File: config.mk
export PLATFORM = sky130hd
export DESIGN_NAME = adpcma_top
export DESIGN_NICKNAME = d
export VERILOG_FILES = /design/src/adpcma_pkg.sv /design/src/adpcma_step_lut.sv /design/src/adpcma_decoder.sv /design/src/adpcma_sequencer.sv /design/src/adpcma_mixer.sv /design/src/adpcma_top.sv
export VERILOG_INCLUDE_DIRS = /design/src
export SDC_FILE = /design/constraint.sdc
export NUM_CORES = 1
export LEC_CHECK = 0
export BUFFER_PORTS_ARGS = -buffer_cell sky130_fd_sc_hd__buf_2
export CORE_UTILIZATION = 56
export DETAILED_ROUTE_END_ITERATION = 7
export HOLD_SLACK_MARGIN = 0.1
export PLACE_DENSITY = 0.86
export SYNTH_ARGS = -nofsm -noshare
export SYNTH_HDL_FRONTEND = slang
export SYNTH_HIERARCHICAL = 1
export SYNTH_SLANG_ARGS = --single-unit
File: constraint.sdc
create_clock -name clk -period 5.5 [get_ports clk]
set_clock_uncertainty 0.2 [all_clocks]
set_input_delay 0.55 -clock clk [delete_from_list [all_inputs] [get_ports clk]]
set_output_delay 0.55 -clock clk [all_outputs]
set_load 0.01 [all_outputs]
File: src/adpcma_defs.svh
/* Sizes for the six-channel ADPCM-A decoder.
   Slot and step widths are fixed at 3 and 6 bits and do not follow these values. */
`ifndef ADPCMA_DEFS_SVH
`define ADPCMA_DEFS_SVH

// Channel slots per round
`define ADPCMA_CH 6

// Highest step index of the step-size table
`define ADPCMA_STEP_MAX 48

// Decoded sample width
`define ADPCMA_PCM_W 16

// Unsigned increment magnitude out of the LUT
`define ADPCMA_INC_W 12

// Mixer sum, wide enough for six full-scale samples
`define ADPCMA_ACC_W 19

`endif

File: src/adpcma_pkg.sv
/* Types shared by the ADPCM-A decoder and its testbench.
   The slot type holds 0..5 only; 6 and 7 are never produced. */
`include "adpcma_defs.svh"

package adpcma_pkg;

    typedef logic [2:0] slot_t;

    // One ADPCM-A nibble, sign on top
    typedef struct packed {
        logic       sign;
        logic [2:0] mag;
    } adpcma_code_t;

    // One round of input, 30 bits
    typedef struct packed {
        logic [`ADPCMA_CH-1:0]         chon;
        adpcma_code_t [`ADPCMA_CH-1:0] code;
    } adpcma_round_t;

    // Sequencer to decoder, 8 bits
    typedef struct packed {
        slot_t        slot;
        adpcma_code_t code;
        logic         chon;
    } dec_in_t;

    // Decoder to mixer, 19 bits
    typedef struct packed {
        slot_t                           slot;
        logic signed [`ADPCMA_PCM_W-1:0] pcm;
    } ch_sample_t;

    // Decoder pipeline stages, also used as ring indices
    typedef enum logic [2:0] {
        STG_I,
        STG_II,
        STG_III,
        STG_IV,
        STG_V,
        STG_VI
    } stage_e;

    // Clamp a wide signed value to the sample range
    function automatic logic signed [`ADPCMA_PCM_W-1:0] sat_pcm(
        input logic signed [`ADPCMA_ACC_W-1:0] x
    );
        localparam logic signed [`ADPCMA_ACC_W-1:0] HI = 32767;
        localparam logic signed [`ADPCMA_ACC_W-1:0] LO = -32768;
        if (x > HI)
            return 16'sh7fff;
        else if (x < LO)
            return 16'sh8000;
        return x[`ADPCMA_PCM_W-1:0];
    endfunction

endpackage

File: src/adpcma_step_lut.sv
/* Increment ROM, one cen clock of latency from address to data.
   Steps above 48 read the last row and trip the assertion. */
`include "adpcma_defs.svh"

module adpcma_step_lut (
    input  logic                     clk,
    input  logic                     rst_n,
    input  logic                     cen,
    input  logic [5:0]               step,
    input  logic [2:0]               mag,
    output logic [`ADPCMA_INC_W-1:0] inc
);

    localparam int N_STEP = `ADPCMA_STEP_MAX + 1;

    // Standard ADPCM-A step sizes, roughly 1.1x per index
    localparam logic [10:0] STEP_SIZE [N_STEP] = '{
        11'd16,   11'd17,   11'd19,   11'd21,   11'd23,   11'd25,   11'd28,
        11'd31,   11'd34,   11'd37,   11'd41,   11'd45,   11'd50,   11'd55,
        11'd60,   11'd66,   11'd73,   11'd80,   11'd88,   11'd97,   11'd107,
        11'd118,  11'd130,  11'd143,  11'd157,  11'd173,  11'd190,  11'd209,
        11'd230,  11'd253,  11'd279,  11'd307,  11'd337,  11'd371,  11'd408,
        11'd449,  11'd494,  11'd544,  11'd598,  11'd658,  11'd724,  11'd796,
        11'd876,  11'd963,  11'd1060, 11'd1166, 11'd1282, 11'd1411, 11'd1552
    };

    logic [5:0]  idx;
    logic [10:0] size;
    logic [3:0]  mult;
    logic [14:0] prod;

    // Keep the table index in range
    assign idx  = (step > 6'(`ADPCMA_STEP_MAX)) ? 6'(`ADPCMA_STEP_MAX) : step;
    assign size = STEP_SIZE[idx];

    // Eight entries per step: size * (2*mag + 1) / 8
    assign mult = {mag, 1'b1};
    assign prod = size * mult;

    always_ff @(posedge clk or negedge rst_n) begin
        if (!rst_n) begin
            inc <= '0;
        end else if (cen) begin
            // Drop three bits for the divide by 8
            inc <= prod[14:3];
        end
    end

    // Step index comes from the decoder ring and must stay in the table
    a_step_range: assert property (
        @(posedge clk) disable iff (!rst_n)
        cen |-> step <= 6'(`ADPCMA_STEP_MAX)
    );

endmodule

File: src/adpcma_decoder.sv
/* Six-stage ADPCM-A decoder, one slot per cen clock, state circulates in a 6-entry ring.
   A sample leaves 4 cen clocks after its slot is presented; chon low wipes that channel. */
`include "adpcma_defs.svh"

module adpcma_decoder
    import adpcma_pkg::*;
(
    input  logic       clk,
    input  logic       rst_n,
    input  logic       cen,
    input  dec_in_t    dec_in,
    output ch_sample_t sample,
    output logic       sample_valid
);

    // One ring entry, everything a slot carries between stages
    typedef struct packed {
        logic                            vld;
        slot_t                           slot;
        logic                            chon;
        logic                            sign;
        logic [2:0]                      mag;
        logic [5:0]                      step;
        logic [5:0]                      lut_step;
        logic signed [`ADPCMA_PCM_W-1:0] acc;
    } ring_t;

    // ring[k] is the register in front of stage k
    ring_t ring [`ADPCMA_CH];
    ring_t stage1;

    logic                            started;
    logic                            entry_vld;
    logic [6:0]                      step_sum;
    logic [5:0]                      step_adapt;
    logic [`ADPCMA_INC_W-1:0]        inc;
    logic signed [`ADPCMA_INC_W:0]   inc_mag;
    logic signed [`ADPCMA_INC_W:0]   inc_q;
    logic signed [`ADPCMA_ACC_W-1:0] acc_sum;
    logic signed [`ADPCMA_PCM_W-1:0] acc_next;

    // First slot 0 marks the start of real data
    assign entry_vld = started | (dec_in.slot == '0);

    // Stage I, step adaptation and LUT address
    always_comb begin
        case (dec_in.code.mag)
            3'd4: step_sum = {1'b0, ring[STG_I].step} + 7'd2;
            3'd5: step_sum = {1'b0, ring[STG_I].step} + 7'd5;
            3'd6: step_sum = {1'b0, ring[STG_I].step} + 7'd7;
            3'd7: step_sum = {1'b0, ring[STG_I].step} + 7'd9;
            // mag 0..3 walks down, floored at 0
            default: step_sum = (ring[STG_I].step == '0) ? 7'd0
                                : {1'b0, ring[STG_I].step} - 7'd1;
        endcase
        step_adapt = (step_sum > 7'(`ADPCMA_STEP_MAX)) ? 6'(`ADPCMA_STEP_MAX)
                     : step_sum[5:0];

        stage1.vld  = entry_vld;
        stage1.slot = dec_in.slot;
        stage1.chon = dec_in.chon;
        stage1.sign = dec_in.code.sign;
        stage1.mag  = dec_in.code.mag;
        // Channel off clears its state
        stage1.step     = dec_in.chon ? step_adapt : 6'd0;
        stage1.lut_step = dec_in.chon ? ring[STG_I].step : 6'd0;
        stage1.acc      = dec_in.chon ? ring[STG_I].acc : '0;
    end

    // Stage II, LUT read with the old step
    adpcma_step_lut i_adpcma_step_lut (
        .clk   (clk),
        .rst_n (rst_n),
        .cen   (cen),
        .step  (ring[STG_II].lut_step),
        .mag   (ring[STG_II].mag),
        .inc   (inc)
    );

    assign inc_mag = $signed({1'b0, inc});

    // Stage IV, signed add and clamp
    assign acc_sum  = $signed(ring[STG_IV].acc) + inc_q;
    assign acc_next = ring[STG_IV].chon ? sat_pcm(acc_sum) : '0;

    always_ff @(posedge clk or negedge rst_n) begin
        if (!rst_n) begin
            for (int i = 0; i < `ADPCMA_CH; i++) begin
                ring[i] <= '0;
            end
            started      <= 1'b0;
            inc_q        <= '0;
            sample       <= '0;
            sample_valid <= 1'b0;
        end else begin
            // Strobe lasts one clock, never during a stall
            sample_valid <= cen && ring[STG_IV].vld;
            if (cen) begin
                started       <= entry_vld;
                ring[STG_II]  <= stage1;
                ring[STG_III] <= ring[STG_II];
                // Stage III, sign applied to the increment
                ring[STG_IV]  <= ring[STG_III];
                inc_q         <= ring[STG_III].sign ? -inc_mag : inc_mag;
                ring[STG_V]     <= ring[STG_IV];
                ring[STG_V].acc <= acc_next;
                sample          <= '{slot: ring[STG_IV].slot, pcm: acc_next};
                // Stages V and VI close the ring
                ring[STG_VI] <= ring[STG_V];
                ring[STG_I]  <= ring[STG_VI];
            end
        end
    end

    // Returning state must belong to the slot the sequencer presents now
    a_ring_slot: assert property (
        @(posedge clk) disable iff (!rst_n)
        cen && ring[STG_I].vld |-> ring[STG_I].slot == dec_in.slot
    );

endmodule

File: src/adpcma_sequencer.sv
/* Slot sequencer, latches a whole round at slot 0 with no back-pressure.
   round_in has to be set up before each slot-0 cen clock. */
`include "adpcma_defs.svh"

module adpcma_sequencer
    import adpcma_pkg::*;
(
    input  logic          clk,
    input  logic          rst_n,
    input  logic          cen,
    input  adpcma_round_t round_in,
    output logic          round_start,
    output dec_in_t       dec_in
);

    localparam slot_t LAST_SLOT = slot_t'(`ADPCMA_CH - 1);

    slot_t         slot;
    adpcma_round_t round_q;
    adpcma_round_t cur_round;

    // Slot 0 uses the incoming round directly
    assign cur_round = (slot == '0) ? round_in : round_q;

    always_ff @(posedge clk or negedge rst_n) begin
        if (!rst_n) begin
            slot        <= '0;
            round_q     <= '0;
            round_start <= 1'b0;
            // Looks like the slot before 0 so the decoder waits for real data
            dec_in      <= '{slot: LAST_SLOT, code: '0, chon: 1'b0};
        end else begin
            round_start <= cen && (slot == '0);
            if (cen) begin
                slot <= (slot == LAST_SLOT) ? slot_t'(0) : slot + slot_t'(1);
                if (slot == '0) begin
                    round_q <= round_in;
                end
                dec_in <= '{slot: slot, code: cur_round.code[slot],
                            chon: cur_round.chon[slot]};
            end
        end
    end

    a_slot_range: assert property (
        @(posedge clk) disable iff (!rst_n)
        slot <= LAST_SLOT
    );

endmodule

File: src/adpcma_mixer.sv
/* Sums one round of six channel samples into a clamped 16-bit mix.
   Expects slots to arrive in order with slot 5 last. */
`include "adpcma_defs.svh"

module adpcma_mixer
    import adpcma_pkg::*;
(
    input  logic                            clk,
    input  logic                            rst_n,
    input  ch_sample_t                      sample,
    input  logic                            sample_valid,
    output logic signed [`ADPCMA_PCM_W-1:0] mix,
    output logic                            mix_valid
);

    localparam slot_t LAST_SLOT = slot_t'(`ADPCMA_CH - 1);

    logic signed [`ADPCMA_ACC_W-1:0] sum_q;
    logic signed [`ADPCMA_ACC_W-1:0] sum_next;
    logic                            last;

    // Sign-extended running sum
    assign sum_next = sum_q + $signed(sample.pcm);
    assign last     = (sample.slot == LAST_SLOT);

    always_ff @(posedge clk or negedge rst_n) begin
        if (!rst_n) begin
            sum_q     <= '0;
            mix       <= '0;
            mix_valid <= 1'b0;
        end else begin
            mix_valid <= sample_valid && last;
            if (sample_valid) begin
                if (last) begin
                    // Close the round, start the next from zero
                    mix   <= sat_pcm(sum_next);
                    sum_q <= '0;
                end else begin
                    sum_q <= sum_next;
                end
            end
        end
    end

endmodule

File: src/adpcma_top.sv
/* ADPCM-A decoder top, six channels time-multiplexed on cen.
   Codes arrive as whole rounds; no ROM fetch, volume or pan. */
`include "adpcma_defs.svh"

module adpcma_top
    import adpcma_pkg::*;
(
    input  logic                            clk,
    input  logic                            rst_n,
    input  logic                            cen,
    input  adpcma_round_t                   round_in,
    output logic                            round_start,
    output ch_sample_t                      sample,
    output logic                            sample_valid,
    output logic signed [`ADPCMA_PCM_W-1:0] mix,
    output logic                            mix_valid
);

    dec_in_t dec_in;

    // Round latch and slot walk
    adpcma_sequencer i_adpcma_sequencer (
        .clk         (clk),
        .rst_n       (rst_n),
        .cen         (cen),
        .round_in    (round_in),
        .round_start (round_start),
        .dec_in      (dec_in)
    );

    adpcma_decoder i_adpcma_decoder (
        .clk          (clk),
        .rst_n        (rst_n),
        .cen          (cen),
        .dec_in       (dec_in),
        .sample       (sample),
        .sample_valid (sample_valid)
    );

    // Runs on every clock, paced by sample_valid
    adpcma_mixer i_adpcma_mixer (
        .clk          (clk),
        .rst_n        (rst_n),
        .sample       (sample),
        .sample_valid (sample_valid),
        .mix          (mix),
        .mix_valid    (mix_valid)
    );

endmodule

After elaboration in Yosys (flattened, before gate mapping):

Memory sizes are Yosys's and may differ from the RTL's.
Index checks and enable logic that the tools add are counted.
W data, S select, Z words.

* bitwise logic cells: 2
* add/subtract/negate cells: 9
* reduce and logical (&&, ||, !) cells: 7
* order comparisons: 8
* $mul: 1
* equality and inequality tests: 6
* muxes and demuxes: 30

Operator list (number)
* $mux W16: 8
* $gt A19 B16 Y1 const B: 2
* $lt A19 B16 Y1 const B: 2
* $mux W30: 1
* $pmux W7 S4: 1
* $mux W6: 4
* $mux W11: 2
* $add A19 B16 Y19: 1
* $mux W19: 1
* $eq A3 B3 Y1 const B: 6
* $add A16 B13 Y17: 1
* $mul A11 B4 Y15: 1
* $add A6 B3 Y7 const B: 2
* $mux W13: 1
* $neg A12 Y13: 1
* $bmux W4 S3: 1
* $add A6 B2 Y7 const B: 1
* $add A6 B4 Y7 const B: 1
* $ge A7 B7 Y1 const B: 1
* $gt A7 B6 Y1 const B: 1
* $mux W1: 7
* $mux W7: 1
* $not A6 Y7: 1
* $sub A6 B1 Y7 const B: 1
* 11 further kinds: 14

* word-level logic and storage cells: 115
* memories: 1
* input port bits: 33
* register bits: 265
* bits in read-only memories: 704
* output and inout bits: 38

Memories
* (no name shown): words 64, width 11, rd ports 1, clocked after Yosys merged registers in 0, write ports 0, RTL line adpcma_step_lut.sv:34 `assign size = STEP_SIZE[idx];`

Logic depth before layout (Yosys ltp):

Gate-level depths: netlist (run 1).

* depth after elaboration: 7
* mapped depth: 24
* mapped depth without buffers: 22

Modules after synthesis:

Netlist (run 1), hierarchy kept.

Modules (own cells, without submodules)
* adpcma_decoder: cells an instance 705, times used 1, area an instance 8265.4 µm², sequential area each 4379.2 µm²
* adpcma_mixer: cells an instance 272, times used 1, area an instance 2582.5 µm², sequential area each 900.9 µm²
* adpcma_step_lut: cells an instance 312, times used 1, area an instance 2489.9 µm², sequential area each 300.3 µm²
* adpcma_sequencer: cells an instance 121, times used 1, area an instance 1659.1 µm², sequential area each 928.4 µm²

Worst setup path after synthesis (run 1):

Ideal clock, no wire load.

* path type: register to register
* start point: reg i_adpcma_decoder/ring[168] (netlist bit)
* end point: reg i_adpcma_decoder.i_adpcma_step_lut.inc[5]
* data required time: 5175 ps
* data arrival time: 4802 ps
* path buffers: 2
* setup slack: 373 ps
* stages on the path, launching flop included: 23
* path through: dfrtp_1 -> buf_6 -> buf_2 -> nand2_1 -> and2_1 -> inv_1 -> ha_1 -> mux2_1 -> a311oi_1 -> o211a_4 -> nand2_1 -> fa_1 -> inv_1 -> fa_1 -> inv_1 -> fa_1 -> nor2b_1 -> o21ai_0 -> a21boi_1 -> o21ai_0 -> nor2b_1 -> xnor2_1 -> mux2_2

* cells in the longest elaborated chain, start to end: 7

RTL lines
* from (decl): RTL line adpcma_decoder.sv:29 `` ring_t ring [`ADPCMA_CH]; ``
* from (signal, indexed assignment): RTL line adpcma_decoder.sv:100 `ring[STG_II] <= stage1;`
* from (signal, indexed assignment): RTL line adpcma_decoder.sv:101 `ring[STG_III] <= ring[STG_II];`
* from (signal, indexed assignment): RTL line adpcma_decoder.sv:103 `ring[STG_IV] <= ring[STG_III];`
* $gt A6 B6 Y1: RTL line adpcma_step_lut.sv:33 `` assign idx = (step > 6'(`ADPCMA_STEP_MAX)) ? 6'(`ADPCMA_STEP_MAX) : step; ``
* $mux W6 (*): RTL line adpcma_step_lut.sv:33
* $not A6 Y7 (implied by the code) (*): RTL line adpcma_step_lut.sv:34
* $mem_v2 Z64 W11 (*)
* $mux W11 (implied by the code) (*) (2 in series): RTL line adpcma_step_lut.sv:34
* $mul A11 B4 Y15 (*): RTL line adpcma_step_lut.sv:38 `assign prod = size * mult;`
* to (signal assigned): RTL line adpcma_step_lut.sv:45 `inc <= prod[14:3];`
* to (decl): RTL line adpcma_step_lut.sv:11 `` output logic [`ADPCMA_INC_W-1:0] inc ``

Every way passes the cells marked *; elsewhere a longest branch is shown, timed or not. The select of a mux whose other input is x is not followed.
A chain may end at the register's enable or synchronous reset.

Worst setup path in the final report (run 1):

* start point: reg i_adpcma_decoder/ring[164] (netlist bit)
* end point: reg i_adpcma_decoder.i_adpcma_step_lut.inc[11]

The elaborated chain is that of the path after synthesis.

==> impl_metrics.yaml, run 1 <==
pwr:
  ir_worst_vdd_v: 0.000339
  p_per_area_nw_per_um2: 610
  power.leakage_nw: 7.67
drt:
  avgViaCountPerCell: 5.97
  postRouteAntennaNets: 0
  num_vias: 10865
  first_pass_iters: 7
  wl_per_cell_um: 17.5
  drcViolationCount: 14
  routed_wl_um: 31800
  drt_iter0_markers: 809
logic_synthesis:
  async_flop_share: 1.00
  synth_area_um2: 15000
  seq_area_frac_synth: 0.434
  synth_area_leaders: "dfrtp_1 43%, mux2_2 11%, ha_1 5.7%"
  ys_ff_latch: 260
  syn-num-nets: 1532
  synth_cell_types: 100
  synth_edf_count: 0
  synth_top_family_by_area: "compound AO/OA/AOI/OAI gates"
  yosys.area.top_type: "dfrtp_1"
  synthMuxAreaShare: 0.129
  synthAdderAreaFrac: 0.0868
  synth-simple-area-share: 0.105
  synth_ff_type: "dfrtp_1"
  synth-compound-area-share: 0.155
  yosysWarningCount: 6
  yosys.area.top_type_share: 0.431
  synth_xor_xnor_area_share: 0.0275
  avgSynthCellArea_um2: 10.6
  netlist_instances: 1410
worst_hold_path:
  hp-class: "flip-flop to flip-flop"
  hold_depth: 1
  hold_path_end: "i_adpcma_decoder/sample_valid"
  worstHoldStart: "i_adpcma_decoder/ring[110]"
sta:
  period_needed_ns: 5.15
  max_slew_margin: 0.167
  maxSlewViolCount: 0
  hold_viol: 0
  hold_ws_ns: 0.280
  fin_crit_sh: 0.936
  tightest_slew_ns: 1.25
  finalSetupViolations: 0
  timing.fmax_ghz: 0.194
setup_path:
  reg2reg_slack_ns: 0.35
  arrival_ns: 5.37
  cp-start-kind: "flip-flop"
  r2r_end: "i_adpcma_decoder/i_adpcma_step_lut/inc[11]"
  rr_startpoint: "i_adpcma_decoder/ring[164]"
  setup.worst_path.class: "flip-flop to flip-flop"
  r2r_cells: 18
  cp.required_ns: 5.72
  cp_max_fo: 9
  crit_path_end_kind: "flip-flop"
placement:
  gp_congestion: 0.889
  dpl.cell_count: 1748
  hpwl_um: 21100
  portBuffers: 70
grt:
  grt_max_degree: 151
  antenna_found_initial: 0
  grt_pass1_wl_um: 53700
  overflow: 0
  first_global_vias: 11138
  grt_use_total: 0.234
outcome:
  violations: "DRC"
  status: "finished with violations"
final_layout:
  n_antenna_cell: 0
  drive_above_1_share: 0.229
  utilization: 0.634
  syn_to_final_growth_pct: 10.4
  instances_no_fill: 1821
  fin_nets: 1589
  final_cell_mix: "257 x dfrtp_1, 153 x mux2_2, 117 x nand2_1, 110 x inv_1, 76 x o21ai_0"
  final_common_cell: "dfrtp_1"
floorplanning:
  core_area_um2: 26100
  pin_count: 71
  die_w_um: 166
  rows: 59
  dieArea_um2: 27400
  die_h_um: 166
  start_util: 0.574
clocking:
  cts-root-buf: "clkbuf_16"
  clock_path_buffers: 3
  clkSlewWorstSetupHoldPaths_ns: 0.06
  cts_buffers: 26
  clock_latency_ns: 0.52
  cts_max_level: 1
  cts_sinks: 260
  cts_tree: "built"
flow_run:
  max-cap-violations: 0
-- synth_stat cells (9+ instances only) --
master	number
buf_4	25
buf_6	13
mux2_2	153
clkbuf_1	38
a32oi_2	10
nor2_1	61
and2_1	29
o21ai_0	78
ha_1	68
o31ai_1	10
fa_1	21
xnor2_1	17
mux2i_1	17
o211ai_1	13
a211oi_1	12
xor2_1	22
a31oi_1	10
o22ai_1	28
o221ai_1	14
nand3_1	36
dfrtp_1	258
inv_1	110
nand2_1	119
o21a_1	9
a21oi_1	64
nand2b_1	12
a21o_1	9
-- area by class of cell --
| cell class | count | area [um^2] |
|---|---|---|
| repair buffers | 113 | 769 |
| clock buffers | 39 | 771 |
| well taps | 335 | 419 |
| inverters | 112 | 420 |
| fillers | 1950 | 9570 |
| multi-input cells | 954 | 7570 |
| flip-flops and latches | 260 | 6510 |
| clock inverters | 8 | 96.3 |
-- kinds of logic (layout without fill, tap and decap cells) --
group                      after synthesis  count (layout)
xor gates and xnor gates                43              43
adders and majority gates               92              92
AOI/OAI and AO/OA                      325             325
DFF                                    260             260
and+or+nand+nor                        321             321
muxes                                  173             173
buffers and inverters                  196             272
-- registers in the layout, indices dropped and copies added, names as in the netlist --
register	count
i_adpcma_decoder/i_adpcma_step_lut/inc	12
i_adpcma_decoder/sample	3
i_adpcma_sequencer/slot	3
i_adpcma_decoder/ring	157
i_adpcma_sequencer/dec_in	8
i_adpcma_mixer/mix	16
i_adpcma_decoder/inc_q	13
i_adpcma_mixer/mix_valid	1
i_adpcma_decoder/sample_valid	1
i_adpcma_decoder/started	1
i_adpcma_mixer/sum_q	19
i_adpcma_sequencer/round_start	1
i_adpcma_sequencer/round_q	25
-- per-stage QoR --
step / TNS (ns) / instance area (um^2) / power, mW / setup WS (ns)
global placement: 0 / 15400 / 7.93 / 0.381
detailed placement: 0 / 15400 / 8.20 / 0.223
CTS: 0 / 16500 / 10.1 / 0.154
global route: -0.0130 / 16600 / 10.8 / -0.0130
finish: 0 / 16600 / 10.1 / 0.353
floorplan: 0 / 15000 / 7.13 / 0.373
-- power breakdown --
group	switching [mW]	leakage, nW	internal [mW]	total, mW
combinational	2.69	3.93	2.23	4.93
clock	0.725	0.431	1.06	1.79
sequential	0.693	3.32	2.70	3.39
total	4.11	7.67	5.99	10.1
-- worst max path at each step --
stage / startpoint / to / slack, ns / cells past startpoint
after floorplan: i_adpcma_decoder/ring[168] / i_adpcma_decoder/i_adpcma_step_lut/inc[5] / 0.37 / 22
after global placement: i_adpcma_decoder/ring[168] / i_adpcma_decoder/i_adpcma_step_lut/inc[11] / 0.38 / 19
after detailed placement: i_adpcma_decoder/ring[168] / i_adpcma_decoder/i_adpcma_step_lut/inc[11] / 0.22 / 20
after CTS: i_adpcma_decoder/ring[164] / i_adpcma_decoder/i_adpcma_step_lut/inc[11] / 0.15 / 19
after global routing: i_adpcma_decoder/ring[168] / i_adpcma_decoder/i_adpcma_step_lut/inc[11] / -0.01 / 20
final: i_adpcma_decoder/ring[164] / i_adpcma_decoder/i_adpcma_step_lut/inc[11] / 0.35 / 18
-- routing by layer --
layer  track usage  part of all wire  vias to the layer above
met2         0.409              0.51                      291
li1              -                 -                     5101
met5             0                 0                        -
met1         0.302              0.43                     5395
met4        0.0776             0.026                        0
met3        0.0268             0.039                       78
-- worst max-delay path, cell delays in order, from the launching register on --
cell and delay [ns]:
dfrtp_2 0.47, and2_2 0.23, ha_1 0.36, nand2_1 0.15
o21ai_0 0.09, o31ai_1 0.20, o21ai_0 0.12, a22oi_1 0.33
nor2_1 0.11, fa_1 0.53, fa_1 0.43, ha_1 0.39
nor2b_1 0.16, o21ai_0 0.20, a21boi_1 0.13, o21ai_1 0.30
a211oi_2 0.14, o31a_1 0.29, o31ai_1 0.22
-- what timing repair did --
action / CTS / global route
buffers inserted: 0 / 0
hold buffers: 26 / 0
gates resized for setup: 0 / 9
endpoints found under the hold margin: 135 / 0
setup endpoints to repair: 0 / 4
Note: power is estimated with default switching activity, not from simulation.
==> run 2: changes to the inputs <==
Settings changed: ABC_AREA from default to 1, CORE_UTILIZATION 56 to 40, PLACE_DENSITY 0.86 to 0.67.
==> run 2 against run 1 <==
The flow now finishes without violations. Sequential power shrank 13%. Sequential share of layout area fell by 2.4 points. Final cell count up 47%. Die area grew 45%. Critical path type unchanged. Area after synthesis up 4.1%. Core utilization decreased by 18 points. Setup slack worse by 0.056 ns. Critical endpoint unchanged. Clock-buffer cell count increased by 3. Combinational power down 36%. Non-clock buffer count fell by 5. Fmax is 1.1% lower. Synthesized cell count up 47%.
==> impl_metrics.yaml, run 2 <==
sta:
  max_slew_margin: 0.205
  finalSetupViolations: 0
  fin_crit_sh: 0.946
  maxSlewViolCount: 0
  tns_ns: 0
  tightest_slew_ns: 1.19
  fin_ws_ns: 0.297
  period_needed_ns: 5.20
  timing.fmax_ghz: 0.192
  hold_viol: 0
pwr:
  clockPowerShare: 0.254
  combPwrFrac: 0.385
  p_per_area_nw_per_um2: 462
  power.leakage_nw: 9.55
  total_power_mw: 8.16
  ir_worst_vdd_v: 0.000313
  p_int_mw: 4.93
  p_sw_mw: 3.23
  seq_power_share: 0.361
  netSwitchingFraction: 0.396
clocking:
  cts_max_level: 1
  clkSlewWorstSetupHoldPaths_ns: 0.06
  cts_tree: "built"
  clock_latency_ns: 0.55
  cts-root-buf: "clkbuf_16"
  clock_path_buffers: 3
  cts_buffers: 28
  cts_sinks: 260
  cts_setup_buffers: 0
setup_path:
  path_delay_family: "simple AND/OR/NAND/NOR gates"
  path_buf_inv: 1
  slowest_stage: "fa_1"
  cpPeakStageDelay_ns: 0.59
  cp_common_cell: "nand2_1"
  crit_path_end_kind: "flip-flop"
  arrival_ns: 5.44
  cp_max_fo: 6
  cp-start-kind: "flip-flop"
  cp.required_ns: 5.74
  setup.worst_path.class: "flip-flop to flip-flop"
logic_synthesis:
  yosysMostFrequentCell: "nand2_1"
  syn-num-nets: 2201
  synth_ff_type: "dfrtp_1"
  synth_edf_count: 0
  yosysWarningCount: 6
  yosys.area.top_type: "dfrtp_1"
  synth_area_um2: 15600
  ys_ff_latch: 260
  synth_cell_types: 58
  synth_commonest_cells: "848 x nand2_1, 258 x dfrtp_1, 207 x inv_1"
  avgSynthCellArea_um2: 7.51
  synth_area_leaders: "dfrtp_1 41%, nand2_1 20%, ha_1 5.4%"
  yosys.area.top_type_share: 0.413
  netlist_instances: 2079
  seq_area_frac_synth: 0.417
  async_flop_share: 1.00
final_layout:
  area.sequential_um2: 6510
  final_cell_mix: "847 x nand2_1, 258 x dfrtp_1, 206 x inv_1, 127 x o21ai_0, 94 x nor2_1"
  regMostFlops: "i_adpcma_decoder/ring"
  fin_nets: 2260
  drive_above_1_share: 0.107
  multi_input_area_um2: 7880
  largest_register_ffs: 157
  top_regs: "i_adpcma_decoder/ring (157), i_adpcma_sequencer/round_q (25), i_adpcma_mixer/sum_q (19)"
  syn_to_final_growth_pct: 13.0
  n_antenna_cell: 0
  instances_no_fill: 2677
  fill_cells: 3900
  final_common_cell: "nand2_1"
floorplanning:
  core_area_um2: 38600
  die_h_um: 200
  die_w_um: 200
  pin_count: 71
  dieArea_um2: 39800
  start_util: 0.405
  rows: 72
placement:
  dpl.cell_count: 2600
  dp_slack_ns: 0.0862
  portBuffers: 70
  gp_congestion: 0.928
  hpwl_um: 25900
drt:
  wl_per_cell_um: 13.8
  drt_iter0_markers: 793
  avgViaCountPerCell: 4.86
  routed_wl_um: 37000
  num_vias: 13000
  drcViolationCount: 0
  first_pass_iters: 5
  postRouteAntennaNets: 0
outcome:
  status: "finished, final reports clean"
grt:
  grt_use_total: 0.188
  antenna_found_initial: 0
  overflow: 0
  grt_pass1_wl_um: 61800
  grt_max_degree: 141
  first_global_vias: 12648
worst_hold_path:
  hp-class: "primary input to flip-flop"
flow_run:
  max-cap-violations: 0
[run 2: cell types whose count changed in the layout (fill, tap and decap cells not counted), sizes merged, moves of 24 or more]
cell   delta
nand2   +754
mux2    -155
inv     +105
nand3    +78
o21ai    +61
nor2     +41
o22ai    -25
and2     -24
[run 2: through the flow]
step,instance area (um^2),hold WS (ns),utilization
after floorplan,15600,0.0544,-
after global placement,16300,0.231,0.423
after detailed placement,16300,0.240,0.423
after CTS,17600,0.135,0.456
after global routing,17600,0.157,0.458
final,17600,0.155,0.458
[run 2: cells by family after synthesis]
logic type	count (synthesis)	share of synthesized area
DFF	260	0.417
adders and majority gates	89	0.0814
and+or+nand+nor	1151	0.315
xor gates and xnor gates	31	0.0174
AOI/OAI and AO/OA	247	0.0882
buffers and inverters	301	0.0815
[run 2: worst paths after layout]
kind / start / endpoint / slack (ns) / cells past startpoint
max: i_adpcma_decoder/ring[164] / i_adpcma_decoder/i_adpcma_step_lut/inc[11] / 0.30 / 27
min: cen / i_adpcma_decoder/ring[114] / 0.15 / 3
max reg2reg: i_adpcma_decoder/ring[164] / i_adpcma_decoder/i_adpcma_step_lut/inc[11] / 0.30 / 27
min reg2reg: i_adpcma_decoder/started / i_adpcma_decoder/started / 0.25 / 2
max in group asynchronous: rst_n / i_adpcma_decoder/ring[166] / 3.37 / 3
min in group asynchronous: rst_n / i_adpcma_mixer/sum_q[16] / 0.45 / 2
[run 2: layout make-up]
class                   instances  share of cell area
multi-input cells            1518               0.447
flip-flops and latches        260               0.369
clock buffers                  42              0.0484
inverters                     222              0.0477
repair buffers                108              0.0411
well taps                     518              0.0367
clock inverters                 9              0.0104
[run 2: timing repair]
item	4_1_cts	5_1_grt
endpoints found under the hold margin	143	0
gates resized for setup	0	6
endpoints found under the setup margin	0	1
hold buffers	26	0
[run 2: power by group through the flow]
stage / Clock, mW / Sequential (mW) / Combinational [mW]
detailed placement: 0 / 2.97 / 3.09
floorplan: 0 / 2.82 / 2.41
global route: 2.21 / 3.02 / 3.59
finish: 2.07 / 2.94 / 3.14
global placement: 0 / 2.96 / 3.02
CTS: 2.13 / 2.94 / 3.12
[run 2: per-layer routing]
metal / track usage / share of wire / vias to the layer above / routed length, um
met3: 0.0214 / 0.029 / 54 / 1060
met2: 0.312 / 0.47 / 198 / 17500
met5: 0 / 0 / - / 0
met1: 0.263 / 0.48 / 6115 / 17700
met4: 0.0433 / 0.019 / 0 / 707
li1: - / - / 6633 / -
[run 2: worst reg2reg max path, delay by kind of cell (launching register included)]
family	cells	cell delay (ns)
simple gates	13	1.58
fa+ha+maj	4	1.58
compound gates	9	1.22
flops	1	0.43
buf+inv	1	0.10
